<file path="config.mk">
export PLATFORM = sky130hd
export DESIGN_NAME = rd_sys_top
export DESIGN_NICKNAME = d
export VERILOG_FILES = /design/src/design/rd_bus_pkg.sv /design/src/design/axi_rd_master.sv /design/src/design/rd_arbiter.sv /design/src/design/rd_sys_top.sv
export SDC_FILE = /design/constraint.sdc
export NUM_CORES = 1
export LEC_CHECK = 0
export ABC_AREA = 1
export ABC_CLOCK_PERIOD_IN_PS = 11650
export BUFFER_PORTS_ARGS = -buffer_cell sky130_fd_sc_hd__buf_2
export CAP_MARGIN = 20
export CORE_AREA = 2 2 169 171
export CTS_BUF_LIST = sky130_fd_sc_hd__clkbuf_16
export DETAILED_ROUTE_END_ITERATION = 6
export DIE_AREA = 0 0 171 173
export SETUP_SLACK_MARGIN = 0.5
export SYNTH_ARGS = -nofsm -noshare
export SYNTH_HDL_FRONTEND = slang
export SYNTH_SLANG_ARGS = --single-unit
export TNS_END_PERCENT = 100
</file>
<file path="constraint.sdc">
create_clock -name clk -period 11.65 [get_ports clk]
set_clock_uncertainty 0.05 [all_clocks]
set_input_delay 3.495 -clock clk [delete_from_list [all_inputs] [get_ports clk]]
set_output_delay 3.495 -clock clk [all_outputs]
set_load 0.03 [all_outputs]
</file>
<file path="src/design/rd_bus_pkg.sv">
package rd_bus_pkg;

    localparam int ADDR_W  = 64;
    localparam int DATA_W  = 64;
    localparam int ID_W    = 4;
    localparam int BYTES_W = 3;   // byte offset within one data word

    typedef logic [ADDR_W-1:0] addr_t;
    typedef logic [DATA_W-1:0] data_t;
    typedef logic [7:0]        size_t;    // byte count 1/2/4/8
    typedef logic [ID_W-1:0]   axi_id_t;

    localparam axi_id_t MEM_ID = 4'd1;    // owner tag on the AR/R channels
    localparam axi_id_t IF_ID  = 4'd0;

    localparam logic [1:0] AXI_BURST_INCR = 2'b01;
    localparam logic [1:0] AXI_RESP_OKAY  = 2'b00;

    typedef struct packed {
        addr_t addr;
        size_t size;
    } rd_req_t;   // 72 bits

    typedef struct packed {
        data_t data;
        logic  err;   // resp was not OKAY
    } rd_rsp_t;   // 65 bits

    typedef struct packed {
        axi_id_t    id;
        addr_t      addr;
        logic [7:0] len;
        logic [2:0] size;
        logic [1:0] burst;
    } axi_ar_t;

    typedef struct packed {
        axi_id_t    id;
        data_t      data;
        logic [1:0] resp;
        logic       last;
    } axi_r_t;

    typedef enum logic [1:0] {OWN_NONE, OWN_MEM, OWN_IF} rd_owner_e;

    typedef enum logic [1:0] {M_IDLE, M_AR, M_R, M_RSP} mst_state_e;

endpackage

</file>
<file path="src/design/axi_rd_master.sv">
`timescale 1ns/1ns

module axi_rd_master import rd_bus_pkg::*; (
    input  logic    clk,
    input  logic    rst_n_i,
    // grant side
    input  logic    gnt_valid_i,
    input  rd_req_t gnt_req_i,
    input  axi_id_t gnt_id_i,
    output logic    gnt_ready_o,
    output logic    res_valid_o,
    output rd_rsp_t res_o,
    output axi_id_t res_id_o,
    input  logic    res_ready_i,
    // axi read port
    output logic    ar_valid_o,
    output axi_ar_t ar_o,
    input  logic    ar_ready_i,
    input  logic    r_valid_i,
    input  axi_r_t  r_i,
    output logic    r_ready_o
);

    mst_state_e state_q, state_d;

    rd_req_t req_q;   // latched on grant
    axi_id_t id_q;
    rd_rsp_t rsp_q;

    logic [BYTES_W-1:0] offset;
    logic [BYTES_W+2:0] shamt;   // offset in bits
    data_t              lane;
    logic               r_hit;   // final beat accepted

    // byte count to axi size code
    function automatic logic [2:0] axi_size(input size_t sz);
        case (sz)
            8'd1:    axi_size = 3'd0;
            8'd2:    axi_size = 3'd1;
            8'd4:    axi_size = 3'd2;
            default: axi_size = 3'd3;
        endcase
    endfunction

    // keep the low sz bytes
    function automatic data_t lane_mask(input size_t sz);
        case (sz)
            8'd1:    lane_mask = 64'h0000_0000_0000_00ff;
            8'd2:    lane_mask = 64'h0000_0000_0000_ffff;
            8'd4:    lane_mask = 64'h0000_0000_ffff_ffff;
            default: lane_mask = '1;
        endcase
    endfunction

    assign r_hit = r_valid_i & r_ready_o & r_i.last;

    always_comb begin
        state_d = state_q;
        unique case (state_q)
            M_IDLE: if (gnt_valid_i) state_d = M_AR;
            M_AR:   if (ar_ready_i)  state_d = M_R;
            M_R:    if (r_hit)       state_d = M_RSP;
            M_RSP:  if (res_ready_i) state_d = M_IDLE;
            default: state_d = M_IDLE;
        endcase
    end

    always_ff @(posedge clk) begin
        if (!rst_n_i)
            state_q <= M_IDLE;
        else
            state_q <= state_d;
    end

    // handshake outputs straight from state
    assign gnt_ready_o = (state_q == M_IDLE);
    assign ar_valid_o  = (state_q == M_AR);
    assign r_ready_o   = (state_q == M_R);
    assign res_valid_o = (state_q == M_RSP);

    // single beat, word aligned
    assign ar_o.id    = id_q;
    assign ar_o.addr  = {req_q.addr[ADDR_W-1:BYTES_W], {BYTES_W{1'b0}}};
    assign ar_o.len   = 8'd0;
    assign ar_o.size  = axi_size(req_q.size);
    assign ar_o.burst = AXI_BURST_INCR;

    // move the addressed bytes down to bit 0
    assign offset = req_q.addr[BYTES_W-1:0];
    assign shamt  = {offset, 3'b000};
    assign lane   = (r_i.data >> shamt) & lane_mask(req_q.size);

    always_ff @(posedge clk) begin
        if (gnt_valid_i && gnt_ready_o) begin
            req_q <= gnt_req_i;
            id_q  <= gnt_id_i;
        end
        if (r_hit) begin
            rsp_q.data <= lane;
            rsp_q.err  <= (r_i.resp != AXI_RESP_OKAY);   // slverr or decerr
        end
    end

    assign res_o    = rsp_q;
    assign res_id_o = id_q;

    a_ar_stable: assert property (@(posedge clk) disable iff (!rst_n_i)
        ar_valid_o && !ar_ready_i |=> ar_valid_o && $stable(ar_o));

    // slave sends one beat per read and echoes our id
    a_r_single: assert property (@(posedge clk) disable iff (!rst_n_i)
        r_valid_i && r_ready_o |-> r_i.last && (r_i.id == id_q));

    a_gnt_size: assert property (@(posedge clk) disable iff (!rst_n_i)
        gnt_valid_i && gnt_ready_o |-> gnt_req_i.size inside {8'd1, 8'd2, 8'd4, 8'd8});

endmodule

</file>
<file path="src/design/rd_arbiter.sv">
`timescale 1ns/1ns

module rd_arbiter import rd_bus_pkg::*; (
    input  logic    clk,
    input  logic    rst_n_i,
    // mem stage port
    input  logic    mem_req_valid_i,
    input  rd_req_t mem_req_i,
    output logic    mem_req_ready_o,
    output logic    mem_rsp_valid_o,
    output rd_rsp_t mem_rsp_o,
    input  logic    mem_rsp_ready_i,
    // fetch stage port
    input  logic    if_req_valid_i,
    input  rd_req_t if_req_i,
    output logic    if_req_ready_o,
    output logic    if_rsp_valid_o,
    output rd_rsp_t if_rsp_o,
    input  logic    if_rsp_ready_i,
    // towards the axi master
    output logic    gnt_valid_o,
    output rd_req_t gnt_req_o,
    output axi_id_t gnt_id_o,
    input  logic    gnt_ready_i,
    input  logic    res_valid_i,
    input  rd_rsp_t res_i,
    input  axi_id_t res_id_i,
    output logic    res_ready_o
);

    rd_owner_e owner_q, owner_d;
    logic      own_mem, own_if;
    logic      res_done;   // response handshake with the owner

    assign own_mem  = (owner_q == OWN_MEM);
    assign own_if   = (owner_q == OWN_IF);
    assign res_done = res_valid_i & res_ready_o;

    // mem first, grant held until its response is taken
    always_comb begin
        owner_d = owner_q;
        unique case (owner_q)
            OWN_NONE: begin
                if (mem_req_valid_i)
                    owner_d = OWN_MEM;
                else if (if_req_valid_i)
                    owner_d = OWN_IF;
            end
            OWN_MEM, OWN_IF: begin
                if (res_done)
                    owner_d = OWN_NONE;   // free again next cycle
            end
            default: owner_d = OWN_NONE;
        endcase
    end

    always_ff @(posedge clk) begin
        if (!rst_n_i)
            owner_q <= OWN_NONE;
        else
            owner_q <= owner_d;
    end

    // request path, only the owner reaches the master
    assign gnt_valid_o = (own_mem & mem_req_valid_i) | (own_if & if_req_valid_i);
    assign gnt_req_o   = own_if ? if_req_i : mem_req_i;
    assign gnt_id_o    = own_if ? IF_ID : MEM_ID;

    assign mem_req_ready_o = own_mem & gnt_ready_i;
    assign if_req_ready_o  = own_if & gnt_ready_i;

    // response path
    assign mem_rsp_valid_o = own_mem & res_valid_i;
    assign if_rsp_valid_o  = own_if & res_valid_i;
    assign mem_rsp_o       = res_i;   // payload shared, valid tells who
    assign if_rsp_o        = res_i;
    assign res_ready_o     = (own_mem & mem_rsp_ready_i) | (own_if & if_rsp_ready_i);

    a_rsp_onehot: assert property (@(posedge clk) disable iff (!rst_n_i)
        !(mem_rsp_valid_o && if_rsp_valid_o));

    // master must echo the id it was handed with the grant
    a_res_id: assert property (@(posedge clk) disable iff (!rst_n_i)
        res_valid_i |-> (owner_q != OWN_NONE) && (res_id_i == gnt_id_o));

    // a pending response holds still and keeps its owner
    a_hold_owner: assert property (@(posedge clk) disable iff (!rst_n_i)
        res_valid_i && !res_ready_o |=> res_valid_i && $stable(res_i) && $stable(owner_q));

endmodule

</file>
<file path="src/design/rd_sys_top.sv">
`timescale 1ns/1ns

module rd_sys_top import rd_bus_pkg::*; (
    input  logic    clk,
    input  logic    rst_n_i,
    // mem stage
    input  logic    mem_req_valid_i,
    input  rd_req_t mem_req_i,
    output logic    mem_req_ready_o,
    output logic    mem_rsp_valid_o,
    output rd_rsp_t mem_rsp_o,
    input  logic    mem_rsp_ready_i,
    // fetch stage
    input  logic    if_req_valid_i,
    input  rd_req_t if_req_i,
    output logic    if_req_ready_o,
    output logic    if_rsp_valid_o,
    output rd_rsp_t if_rsp_o,
    input  logic    if_rsp_ready_i,
    // external axi read port
    output logic    ar_valid_o,
    output axi_ar_t ar_o,
    input  logic    ar_ready_i,
    input  logic    r_valid_i,
    input  axi_r_t  r_i,
    output logic    r_ready_o
);

    // arbiter <-> master
    logic    gnt_valid, gnt_ready;
    rd_req_t gnt_req;
    axi_id_t gnt_id;
    logic    res_valid, res_ready;
    rd_rsp_t res;
    axi_id_t res_id;

    rd_arbiter u_arb (
        .clk             (clk),
        .rst_n_i         (rst_n_i),
        .mem_req_valid_i (mem_req_valid_i),
        .mem_req_i       (mem_req_i),
        .mem_req_ready_o (mem_req_ready_o),
        .mem_rsp_valid_o (mem_rsp_valid_o),
        .mem_rsp_o       (mem_rsp_o),
        .mem_rsp_ready_i (mem_rsp_ready_i),
        .if_req_valid_i  (if_req_valid_i),
        .if_req_i        (if_req_i),
        .if_req_ready_o  (if_req_ready_o),
        .if_rsp_valid_o  (if_rsp_valid_o),
        .if_rsp_o        (if_rsp_o),
        .if_rsp_ready_i  (if_rsp_ready_i),
        .gnt_valid_o     (gnt_valid),
        .gnt_req_o       (gnt_req),
        .gnt_id_o        (gnt_id),
        .gnt_ready_i     (gnt_ready),
        .res_valid_i     (res_valid),
        .res_i           (res),
        .res_id_i        (res_id),
        .res_ready_o     (res_ready)
    );

    axi_rd_master u_mst (
        .clk         (clk),
        .rst_n_i     (rst_n_i),
        .gnt_valid_i (gnt_valid),
        .gnt_req_i   (gnt_req),
        .gnt_id_i    (gnt_id),
        .gnt_ready_o (gnt_ready),
        .res_valid_o (res_valid),
        .res_o       (res),
        .res_id_o    (res_id),
        .res_ready_i (res_ready),
        .ar_valid_o  (ar_valid_o),
        .ar_o        (ar_o),
        .ar_ready_i  (ar_ready_i),
        .r_valid_i   (r_valid_i),
        .r_i         (r_i),
        .r_ready_o   (r_ready_o)
    );

endmodule

</file>
==> results of run 1 <==
==> state kept, by name, indices dropped and copies added, names as in the netlist <==
register        cells
u_mst.state_q       2
u_mst.ar_o         61
u_mst.res_id_o      1
u_mst.res_o        65
u_arb.owner_q       2
u_mst.req_q         8
u_mst.offset        3
==> final timing paths <==
check	start	endpoint	slack (ns)	cells past startpoint
hold reg to reg	u_arb.owner_q[0]	u_arb.owner_q[0]	0.45	2
setup / recovery	u_mst.req_q[2]	ar_o[2]	5.89	7
hold / removal	u_arb.owner_q[0]	u_arb.owner_q[0]	0.45	2
setup reg to reg	u_mst.offset[0]	u_mst.res_o[27]	9.06	7
==> cells by family (layout without fill, tap and decap cells) <==
kind of cell             after synthesis  in the layout  share of synthesized area, %
flip-flops                           142            142                          48.9
other                                  2             25                        0.0869
adder cells (fa/ha/maj)                8              8                          1.16
AO/OA/AOI/OAI                         46             46                          2.85
AND/OR/NAND/NOR                      637            637                          30.0
buffers and inverters                231            494                          17.0
==> power by group through the flow <==
stage,registers (uW),clock network (uW),logic (uW)
after floorplan,768,0,585
after global placement,728,0,766
after detailed placement,731,0,776
after CTS,721,558,777
after global routing,728,578,858
final,719,541,769
==> synthesized netlist by cell type, types with 2 or more instances <==
library cell | count | area [um^2]
clkbuf_1 | 18 | 67.6
o21ai_0 | 33 | 165
inv_1 | 31 | 116
nand2_1 | 426 | 1600
buf_4 | 148 | 1110
nand3_1 | 132 | 661
conb_1 | 2 | 7.51
ha_1 | 8 | 100
nand4_1 | 3 | 18.8
nor2_1 | 70 | 263
dfxtp_1 | 4 | 80.1
buf_2 | 29 | 145
a21oi_1 | 10 | 50.1
inv_2 | 3 | 11.3
edfxtp_1 | 138 | 4140
nand3_2 | 2 | 20.0
==> final cells by class <==
| type | instances | area (um^2) |
|---|---|---|
| Clock inverter | 15 | 143 |
| Sequential cell | 142 | 4220 |
| Timing Repair Buffer | 428 | 2170 |
| Multi-Input combinational cell | 708 | 3030 |
| Clock buffer | 17 | 425 |
| Inverter | 34 | 128 |
| Tap cell | 378 | 473 |
| Antenna cell | 8 | 20.0 |
| Fill cell | 2898 | 17000 |
==> worst max-delay path, stage by stage, from the launching register on <==
cell and delay, ns:
edfxtp_1 0.40, inv_1 0.07, nand2_1 0.07, nor2_1 0.04, nand2_1 0.13, nand3_2 0.64
nand2_1 0.20, buf_2 0.23
==> stage by stage <==
stage	std cells	hold slack [ns]	worst slack, ns	util [%]	cell area (um^2)
finish	1730	0.450	5.89	38.4	10600
global route	1726	0.466	5.65	38.4	10600
CTS	1722	0.442	5.83	38.3	10600
detailed placement	1690	0.432	6.29	36.3	10000
global placement	1690	0.417	6.29	36.3	10000
floorplan	1081	0.401	2.11	-	8700
==> routing by layer <==
| layer | up-vias | track usage (%) | wire, um |
|---|---|---|---|
| met5 | - | 0 | 27 |
| met4 | 4 | 5.23 | 441 |
| met3 | 32 | 7.28 | 3010 |
| met1 | 3622 | 20.2 | 10600 |
| met2 | 409 | 35.8 | 15300 |
| li1 | 3844 | - | - |
==> out/metrics.sh, run 1 <==
RUN_STATUS='completed'
CTS_BUFFERS=17
DIE-WIDTH_UM=171
CTS_ROOT_BUFFER='clkbuf_16'
POST_SYNTH_INSTANCE_AREA_UM2=8640
STARTPOINT_TYPE='register'
CLK-INSERTION-DELAY-LATE_NS=0.43
WORSTMARGINPINSLEW_NS=0.946
SEQ_POWER_SHARE_PCT=35.4
ROUTE.DETAILED.DRC=0
VIA_TO_CELL_RATIO=4.57
DETAILEDROUTE.FIRSTITERATIONVIOLATIONS=619
SYN-MEAN-INSTANCE-AREA_UM2=8.10
DRIVE_ABOVE_1_SHARE_PCT=35.2
YOSYS_WARNINGS=0
DIE_Y_UM=173
OVERALL_GLOBAL_ROUTING_RESOURCE_USAGE_PCT=19.3
CLOCK_PIN_SLEW_ON_THE_WORST_SETUP_AND_HOLD_PATHS_NS=0.07
WORSTPATHREQUIRED_NS=8.11
MAXCAPVIOLATIONS=0
GP_ROUTABILITY_CONGESTION=0.864
GRT_SETUP_UNREPAIRED='no'
TOTAL_LEAKAGE_POWER_uW=0.00517
SWITCHINGPOWER_uW=841
CP.ARRIVAL_NS=2.21
POWER.TOTAL_uW=2030
SYNTH_ENABLE_FLOP_CELLS=138
FINALMAXSLEWVIOLATIONS=0
TOTAL_HALF_PERIMETER_WIRELENGTH_AFTER_LEGALIZATION_AND_DETAILED_PLACEMENT_MM=21.8
NETSWITCHINGFRACTION_PCT=41.4
CRIT_TYPE='register to output pin'
MOST_FREQUENT_CELLS_IN_THE_LAYOUT='426 x nand2_1, 418 x buf_2, 138 x edfxtp_1'
WL_PER_CELL_UM=17.0
GRT_FIRST_PASS_WIRELENGTH_MM=42.8
ASYNC_SR_FLOP_FRACTION_PCT=0
NUM_IO_PINS=440
SYNTH.DISTINCT_CELLS=25
MAX-SLEW-MARGIN-REL_PCT=36.6
POWER.COMBINATIONAL.FRACTION_PCT=37.9
POSTCTSSETUPBUFFERS=0
CTS-ROOT-TO-SINK-BUFFERS=2
MIN_PERIOD_OVER_PERIOD_PCT=49.4
SETUP-VIOLATIONS-FINAL=0
SYNTH-MAIN-FF-CELL='edfxtp_1'
POSTCTSRESIZEDCELLS=0
POWER.DENSITY_nW_PER_UM2=191
GR-TOTAL-OVERFLOW=0
YS_FF_LATCH=142
PORT_BUFFERS=418
CLKPWRFRAC_PCT=26.6
YS_SEQ_AREA_SHARE_PCT=48.9
FLOORPLAN.INITIALDENSITY_PCT=31.3
INTPOWER_uW=1190
SYN-INSTANCE-COUNT=1066
DRTPASS1ITERATIONS=7
HOLD_PATH.CLASS='register to register'
GRT_PASS1_VIAS=7533
CLOCK_SINK_COUNT=142
FINAL_COMMON_CELL='nand2_1'
CTS.HOLD.BUFFERS_ADDED=0
NUM_ROWS=61
FIN_NETS=1562
DEPTH_OF_THE_CTS_H_TREE=4
PERIOD_MINUS_SLACK_NS=5.76
CORE_AREA_UM2=27600
DRT_WL_TOTAL_MM=29.4
FINALHOLDVIOLATIONS=0
AREA_DELTA_SYNTH_FINAL_PCT=22.8
ANTENNA_VIOLATING_NETS_POST_ROUTE=0
TNS_NS=0
TIMING.CRITICAL_PATH.TO_TYPE='output pin'
DIEAREA_UM2=29600
GRT_ANTENNA_BEFORE_REPAIR=9
GRT_MAX_DEGREE=75
MAX_FREQ_MHz=174
VDD_DROP_MAX_uV=90.3
DR_VIAS=7911
CRITICAL_PATH_PEAK_FANOUT=33
CLOCK_TREE_FROM_TRITONCTS='built'
No activity file was read; power rests on OpenSTA's default activity.
==> run 2, diff against run 1 <==
--- a/config.mk
+++ b/config.mk
@@ -5,14 +5,14 @@
 export SDC_FILE = /design/constraint.sdc
 export NUM_CORES = 1
 export LEC_CHECK = 0
-export ABC_AREA = 1
-export ABC_CLOCK_PERIOD_IN_PS = 11650
+export ABC_AREA = 0
+export ABC_CLOCK_PERIOD_IN_PS = 5700
 export BUFFER_PORTS_ARGS = -buffer_cell sky130_fd_sc_hd__buf_2
 export CAP_MARGIN = 20
-export CORE_AREA = 2 2 169 171
+export CORE_AREA = 2 2 172 174
 export CTS_BUF_LIST = sky130_fd_sc_hd__clkbuf_16
 export DETAILED_ROUTE_END_ITERATION = 6
-export DIE_AREA = 0 0 171 173
+export DIE_AREA = 0 0 174 176
 export SETUP_SLACK_MARGIN = 0.5
 export SYNTH_ARGS = -nofsm -noshare
 export SYNTH_HDL_FRONTEND = slang
==> constraint.sdc (replaced) <==
create_clock -name clk -period 5.7 [get_ports clk]
set_clock_uncertainty 0.05 [all_clocks]
set_input_delay 1.71 -clock clk [delete_from_list [all_inputs] [get_ports clk]]
set_output_delay 1.71 -clock clk [all_outputs]
set_load 0.03 [all_outputs]
==> out/metrics.sh, run 2 <==
GRT_FIRST_PASS_WIRELENGTH_MM=39.1  # was 42.8 mm
POWER.TOTAL_uW=3990  # was 2030 uW
SYNTH_ENABLE_FLOP_CELLS=138  # unchanged
TIMING.HOLD.WORST_ENDPOINT='u_arb.owner_q[0]'  # unchanged
DRT_WL_TOTAL_MM=27.8  # was 29.4 mm
SEQ_POWER_SHARE_PCT=36.0  # was 35.4%
NUM_IO_PINS=440  # unchanged
DR_VIAS=6203  # was 7,911
COMMONEST_CELLS_IN_THE_SYNTHESIZED_NETLIST='148 x buf_4, 138 x edfxtp_1, 92 x mux2_2'  # was 426 x nand2_1, 148 x buf_4, 138 x edfxtp_1
SYN-INSTANCE-COUNT=688  # was 1,066
TNS_NS=0  # unchanged
SLOWEST_STAGE='nor3_4'  # was nand3_2
GRT_ANTENNA_BEFORE_REPAIR=6  # was 9
POSTCTSRESIZEDCELLS=0  # unchanged
STARTPOINT_TYPE='register'  # unchanged
HOLD_PATH.CLASS='register to register'  # unchanged
ANTENNA_VIOLATING_NETS_POST_ROUTE=0  # unchanged
CRITICAL_PATH_PEAK_FANOUT=17  # was 33
MAX_STAGE_DELAY_NS=0.75  # was 0.64 ns
CRIT_TYPE='register to output pin'  # unchanged
DRIVE_ABOVE_1_SHARE_PCT=58.6  # was 35.2%
WORSTMARGINPINSLEW_NS=0.972  # was 0.946 ns
AREA_DELTA_SYNTH_FINAL_PCT=24.2  # was 22.8%
NETSWITCHINGFRACTION_PCT=35.3  # was 41.4%
SYN-MEAN-INSTANCE-AREA_UM2=12.4  # was 8.10 um^2
FLIP_FLOP_COUNT_OF_THE_LARGEST_REGISTER_AFTER_LAYOUT=65  # unchanged
DRTPASS1ITERATIONS=4  # was 7
VIA_TO_CELL_RATIO=4.53  # was 4.57
DETAILROUTE.WIRELENGTH.MET3_MM=2.53  # was 3.01 mm
ROUTE.DETAILED.DRC=0  # unchanged
MAXCAPVIOLATIONS=0  # unchanged
WL_PER_CELL_UM=20.3  # was 17.0 um
CLOCK_PIN_SLEW_ON_THE_WORST_SETUP_AND_HOLD_PATHS_NS=0.07  # about the same
MIN_PERIOD_OVER_PERIOD_PCT=70.8
GRT_PASS1_VIAS=6175  # was 7,533
FLOORPLAN.INITIALDENSITY_PCT=29.8  # was 31.3%
TOTAL_HALF_PERIMETER_WIRELENGTH_AFTER_LEGALIZATION_AND_DETAILED_PLACEMENT_MM=21.3  # was 21.8 mm
DEPTH_OF_THE_CTS_H_TREE=4  # unchanged
YOSYSTOPAREACELLSHARE_PCT=48.8  # was 48.0%
YS_FF_LATCH=142  # unchanged
SYNTH_AREA_LEADER_CELL='edfxtp_1'  # unchanged
TIMING.CRITICAL_PATH.TO_TYPE='output pin'  # unchanged
CLOCK_SINK_COUNT=142  # unchanged
CTS-ROOT-TO-SINK-BUFFERS=2  # unchanged
MOST_FREQUENT_CELLS_IN_THE_LAYOUT='418 x buf_2, 138 x edfxtp_1, 92 x mux2_2'  # was 426 x nand2_1, 418 x buf_2, 138 x edfxtp_1
POSTCTSSETUPBUFFERS=0  # unchanged
GP_ROUTABILITY_CONGESTION=0.843  # was 0.864
FF2FF_PATH_DEPTH=4  # was 7
SWITCHINGPOWER_uW=1410  # was 841 uW
WORST_MIN_PATH_START='u_arb.owner_q[0]'  # unchanged
MAX_FREQ_MHz=248
CTS_BUFFERS=17  # unchanged
TOTAL_LEAKAGE_POWER_uW=0.00447  # was 0.00517 uW
MET2_ROUTED_LENGTH_MM=14.7  # was 15.3 mm
VDD_DROP_MAX_uV=180  # was 90.3 uV
MULTIINPUTGATEAREA_UM2=3030  # about the same
CRITICAL_PATH_BUF_INV_COUNT=2  # unchanged
NUM_ROWS=62  # was 61
CORE_AREA_UM2=28500  # was 27,600 um^2
NFILLCELLS=2919  # was 2,898
POST-SYNTH-TOP-COUNT-CELL='buf_4'  # was nand2_1
SETUP-VIOLATIONS-FINAL=0  # unchanged
DETAILEDROUTE.FIRSTITERATIONVIOLATIONS=409  # was 619
SYNTH.DISTINCT_CELLS=44  # was 25
DETAIL_ROUTE.WIRELENGTH.MET1_MM=9.84  # was 10.6 mm
CLOCK_TREE_FROM_TRITONCTS='built'  # unchanged
CLKPWRFRAC_PCT=30.1  # was 26.6%
MAX-SLEW-MARGIN-REL_PCT=35.2  # was 36.6%
FIN_HOLD_WS_NS=0.455  # was 0.450 ns
WORST_PATH_DOMINANT_CELL_FAMILY='simple AND/OR/NAND/NOR gates'  # unchanged
GRT_MAX_DEGREE=66  # was 75
OVERALL_GLOBAL_ROUTING_RESOURCE_USAGE_PCT=17.6  # was 19.3%
POSTLAYOUTSETUPSLACKWORST_NS=1.66  # was 5.89 ns
WORSTSETUPPATHDEPTH=5  # was 7
TOP_CELLS_BY_AREA_IN_THE_SYNTHESIZED_NETLIST='edfxtp_1 49%, buf_4 13%, mux2_2 12%'  # was edfxtp_1 48%, nand2_1 19%, buf_4 13%
SYNTH-MAIN-FF-CELL='edfxtp_1'  # unchanged
GRT_SETUP_UNREPAIRED='no'  # unchanged
CP.ARRIVAL_NS=2.28  # was 2.21 ns
INTPOWER_uW=2580  # was 1190 uW
CTS.HOLD.BUFFERS_ADDED=0  # unchanged
CLK-INSERTION-DELAY-LATE_NS=0.43  # about the same
POST_SYNTH_INSTANCE_AREA_UM2=8500  # was 8640 um^2
ASYNC_SR_FLOP_FRACTION_PCT=0  # unchanged
FF_LATCH_AREA_UM2=4220  # unchanged
RUN_STATUS='completed'  # unchanged
FINALHOLDVIOLATIONS=0  # unchanged
CORE_UTIL_FINAL_PCT=37.0  # was 38.4%
R2R_SETUP_SLACK_NS=3.01  # was 9.06 ns
CRIT-REG2REG-CAPTURE='u_mst.res_o[19]'  # was u_mst.res_o[27]
PLACE_WORST_SETUP_SLACK_NS=2.06  # was 6.29 ns
POWER.COMBINATIONAL.FRACTION_PCT=33.9  # was 37.9%
FINAL_COMMON_CELL='buf_2'  # was nand2_1
YOSYS_WARNINGS=0  # unchanged
WORSTPATHREQUIRED_NS=3.94  # was 8.11 ns
TIMING.CRITICAL_PATH.CELLS='nor3_1 > nand2_2 > nor3_4 > inv_1 > buf_2'  # was inv_1 > nand2_1 > nor2_1 > nand2_1 > nand3_2 > nand2_1 > buf_2
FINALMAXSLEWVIOLATIONS=0  # unchanged
GR-TOTAL-OVERFLOW=0  # unchanged
YS_SEQ_AREA_SHARE_PCT=49.7  # was 48.9%
CTS_ROOT_BUFFER='clkbuf_16'  # unchanged
MAXUSEDROUTINGLAYER='met5'  # unchanged
PERIOD_MINUS_SLACK_NS=4.04
TIMING.RR.START='u_mst.offset[1]'  # was u_mst.offset[0]
MIN_DELAY_PATH_DEPTH=2  # unchanged
FIN_NETS=1202  # was 1,562
DIE_Y_UM=176  # was 173 um
DIEAREA_UM2=30600  # was 29,600 um^2
PORT_BUFFERS=418  # unchanged
POWER.DENSITY_nW_PER_UM2=378  # was 191 nW/um^2
DIE-WIDTH_UM=174  # was 171 um
[run 2: cell count changes after synthesis, moves of 18 or more]
cell     change
mux4_2      +18
mux2_2      +92
nand2_1    -373
nand3_1    -128
mux2i_1     +31
inv_1       -20
nor2_1      -22
[run 2: layout make-up]
class                   instances  share of cell area, %
clock buffers                  17                   4.03
flip-flops and latches        142                   40.0
well taps                     384                   4.55
repair buffers                425                   20.4
clock inverters                15                   1.78
diodes                          1                 0.0237
multi-input cells             372                   28.7
inverters                      13                  0.462
[run 2: power groups by stage]
stage,clock [uW],combinational (uW),sequential [uW]
final,1200,1350,1440
after detailed placement,0,1370,1460
after global placement,0,1360,1460
after CTS,1240,1370,1440
after floorplan,0,1090,1480
after global routing,1270,1460,1460
[run 2: per-stage QoR]
stage / instances / cell area (um^2)
after CTS: 1368 / 10600
after global placement: 1336 / 9940
after floorplan: 703 / 8560
after detailed placement: 1336 / 9940
after global routing: 1369 / 10600
final: 1369 / 10600
[run 2: cell families after synthesis]
kind of cell               Yosys count  share of synthesized area, %
xor gates and xnor gates             2                         0.206
and+or+nand+nor                    131                          6.80
AOI/OAI and AO/OA                   73                          5.79
other                                2                        0.0884
adders and majority gates            8                          1.18
DFF                                142                          49.7
muxes                              141                          20.6
buffers and inverters              189                          15.6
[run 2: worst reg2reg max path, stage by stage, from the launching register on]
cell      delay [ns]
edfxtp_1        0.92
inv_1           0.52
nor2_2          0.60
nand2_1         0.10
a21oi_1         0.30
[run 2: metal layers]
metal,up-vias,global-route usage [%]
met2,331,32.9
met1,2944,18.1
met3,32,6.29
li1,2888,-
met4,8,6.34
met5,-,0
[run 2: worst max path at each step]
| stage | startpoint | endpoint | slack [ns] |
|---|---|---|---|
| after global placement | u_mst.req_q[3] | ar_o[3] | 2.05 |
| after global routing | u_mst.req_q[5] | ar_o[3] | 1.39 |
| after floorplan | mem_req_valid_i | u_mst.ar_o[16] | 1.49 |
| final | u_mst.req_q[5] | ar_o[3] | 1.66 |
| after CTS | u_mst.req_q[5] | ar_o[3] | 1.59 |
| after detailed placement | u_mst.req_q[5] | ar_o[3] | 2.06 |
==> run 3, diff against run 2 <==
--- a/config.mk
+++ b/config.mk
@@ -6,7 +6,7 @@
 export NUM_CORES = 1
 export LEC_CHECK = 0
 export ABC_AREA = 0
-export ABC_CLOCK_PERIOD_IN_PS = 5700
+export ABC_CLOCK_PERIOD_IN_PS = 4200
 export BUFFER_PORTS_ARGS = -buffer_cell sky130_fd_sc_hd__buf_2
 export CAP_MARGIN = 20
 export CORE_AREA = 2 2 172 174
==> constraint.sdc (replaced) <==
create_clock -name clk -period 4.2 [get_ports clk]
set_clock_uncertainty 0.05 [all_clocks]
set_input_delay 1.26 -clock clk [delete_from_list [all_inputs] [get_ports clk]]
set_output_delay 1.26 -clock clk [all_outputs]
set_load 0.03 [all_outputs]
==> out/metrics.sh, run 3 (synthesis results as in run 2) <==
DRIVE_ABOVE_1_SHARE_PCT=58.9  # was 58.6%
PORT_BUFFERS=418  # unchanged
SETUP-VIOLATIONS-FINAL=0  # unchanged
DEPTH_OF_THE_CTS_H_TREE=4  # unchanged
GRT_FIRST_PASS_WIRELENGTH_MM=39.8  # was 39.1 mm
CLOCK_TREE_FROM_TRITONCTS='built'  # unchanged
CTS-ROOT-TO-SINK-BUFFERS=2  # unchanged
TIMING.RR.START='u_mst.offset[1]'  # unchanged
SWITCHINGPOWER_uW=1920  # was 1410 uW
GRT_PASS1_VIAS=6318  # was 6,175
MAXCAPVIOLATIONS=0  # unchanged
DETAILEDROUTE.FIRSTITERATIONVIOLATIONS=331  # was 409
CRIT_TYPE='register to output pin'  # unchanged
MULTIINPUTGATEAREA_UM2=3030  # unchanged
CP.ARRIVAL_NS=1.92  # was 2.28 ns
POSTCTSSETUPBUFFERS=0  # unchanged
WL_PER_CELL_UM=20.4  # was 20.3 um
NUM_ROWS=62  # unchanged
POWER.COMBINATIONAL.FRACTION_PCT=35.3  # was 33.9%
FINAL_AREA_UM2=10500  # was 10,600 um^2
GRT_SETUP_UNREPAIRED='no'  # unchanged
DRT_WL_TOTAL_MM=28.0  # was 27.8 mm
WORSTSETUPSTARTPOINT='u_mst.req_q[3]'  # was u_mst.req_q[5]
MAX-SLEW-MARGIN-REL_PCT=37.0  # was 35.2%
CTS_ROOT_BUFFER='clkbuf_16'  # unchanged
WORSTPATHREQUIRED_NS=2.89  # was 3.94 ns
POWER.TOTAL_uW=5260  # was 3990 uW
CLOCK_PIN_SLEW_ON_THE_WORST_SETUP_AND_HOLD_PATHS_NS=0.06  # was 0.07 ns
WORST_MIN_PATH_START='u_mst.state_q[0]'  # was u_arb.owner_q[0]
AREA_DELTA_SYNTH_FINAL_PCT=24.1  # was 24.2%
FINALHOLDVIOLATIONS=0  # unchanged
VIA_TO_CELL_RATIO=4.56  # was 4.53
INTPOWER_uW=3340  # was 2580 uW
POWER.DENSITY_nW_PER_UM2=499  # was 378 nW/um^2
NETSWITCHINGFRACTION_PCT=36.5  # was 35.3%
CLKPWRFRAC_PCT=27.6  # was 30.1%
CORE_UTIL_FINAL_PCT=36.9  # was 37.0%
MAX_FREQ_MHz=310
MOST_FREQUENT_CELLS_IN_THE_LAYOUT='418 x buf_2, 138 x edfxtp_1, 92 x mux2_2'  # unchanged
NUM_IO_PINS=440  # unchanged
POSTCTSRESIZEDCELLS=0  # unchanged
VDD_DROP_MAX_uV=246  # was 180 uV
OVERALL_GLOBAL_ROUTING_RESOURCE_USAGE_PCT=17.9  # was 17.6%
TOTAL_HALF_PERIMETER_WIRELENGTH_AFTER_LEGALIZATION_AND_DETAILED_PLACEMENT_MM=21.4  # was 21.3 mm
ROUTE.DETAILED.DRC=0  # unchanged
CORE_AREA_UM2=28500  # unchanged
TNS_NS=0  # unchanged
CTS.HOLD.BUFFERS_ADDED=0  # unchanged
CLK-INSERTION-DELAY-LATE_NS=0.41  # was 0.43 ns
MIN_PERIOD_OVER_PERIOD_PCT=76.9
DETAILED_PLACE.AREA_UM2=9980  # was 9940 um^2
DR_VIAS=6279  # was 6,203
CLOCK_SINK_COUNT=142  # unchanged
CTS_BUFFERS=17  # unchanged
SEQ_POWER_SHARE_PCT=37.1  # was 36.0%
STARTPOINT_TYPE='register'  # unchanged
DIE-WIDTH_UM=174  # unchanged
FINALMAXSLEWVIOLATIONS=0  # unchanged
DIEAREA_UM2=30600  # unchanged
GRT_MAX_DEGREE=66  # unchanged
FINAL_COMMON_CELL='buf_2'  # unchanged
CRITICAL_PATH_PEAK_FANOUT=17  # unchanged
TOTAL_LEAKAGE_POWER_uW=0.00447  # about the same
FLIP_FLOP_COUNT_OF_THE_LARGEST_REGISTER_AFTER_LAYOUT=65  # unchanged
FIN_NETS=1205  # was 1,202
PERIOD_MINUS_SLACK_NS=3.23
GR-TOTAL-OVERFLOW=0  # unchanged
DIE_Y_UM=176  # unchanged
WORSTMARGINPINSLEW_NS=0.946  # was 0.972 ns
FLOORPLAN.INITIALDENSITY_PCT=29.8  # unchanged
TIMING.CRITICAL_PATH.TO_TYPE='output pin'  # unchanged
HOLD_PATH.CLASS='register to register'  # unchanged
FIN_HOLD_WS_NS=0.460  # was 0.455 ns
NFILLCELLS=2885  # was 2,919
FF_LATCH_AREA_UM2=4220  # unchanged
GP_ROUTABILITY_CONGESTION=0.801  # was 0.843
DRTPASS1ITERATIONS=6  # was 4
ANTENNA_VIOLATING_NETS_POST_ROUTE=0  # unchanged
GRT_ANTENNA_BEFORE_REPAIR=9  # was 6
RUN_STATUS='completed'  # unchanged
run 3: cell types whose count changed in the layout (fill, tap and decap cells not counted), sizes merged:
cell	delta
clkinv	+4
diode	+4
buf	+3
bufinv	-3
clkinvlp	-1
run 3: power groups by stage:
| stage | clock, uW | combinational [uW] | sequential (uW) |
|---|---|---|---|
| after global placement | 0 | 1850 | 1970 |
| after CTS | 1510 | 1880 | 1950 |
| final | 1450 | 1860 | 1950 |
| after global routing | 1550 | 2000 | 1970 |
| after floorplan | 0 | 1480 | 2000 |
| after detailed placement | 0 | 1880 | 1980 |
run 3: stage by stage:
step | instances | setup WS [ns]
2_1_floorplan | 703 | 0.883
3_3_place_gp | 1338 | 1.33
3_5_place_dp | 1339 | 1.33
4_1_cts | 1371 | 0.860
5_1_grt | 1374 | 0.807
6_report | 1376 | 0.969
run 3: final timing paths:
kind	endpoint	slack [ns]	depth (start not counted)
min	u_mst.state_q[0]	0.46	2
min reg2reg	u_mst.state_q[0]	0.46	2
max reg2reg	u_mst.res_o[40]	1.85	4
max	ar_o[3]	0.97	6
run 3: layout make-up:
| cell class | count | share of cell area, % |
|---|---|---|
| sequential | 142 | 40.1 |
| multi-input combinational | 372 | 28.7 |
| timing repair buffer | 428 | 20.8 |
| tap | 384 | 4.56 |
| clock buffer | 17 | 4.04 |
| clock inverter | 15 | 1.20 |
| inverter | 13 | 0.463 |
| antenna | 5 | 0.119 |
run 3: layer usage:
metal  global-route usage, %  routed length (um)  share of wire, %
met1                    18.4                9750                35
met2                    33.5               15000                54
met3                    6.35                2590               9.2
met4                    6.20                 635               2.3
met5                       0                  52              0.19
run 3: critical path, stage by stage, from the launching register on:
cell and delay, ns:
edfxtp_1 0.36, nor3_1 0.24, nand2_2 0.20, nor3_4 0.19, buf_4 0.28, inv_1 0.06, buf_2 0.18
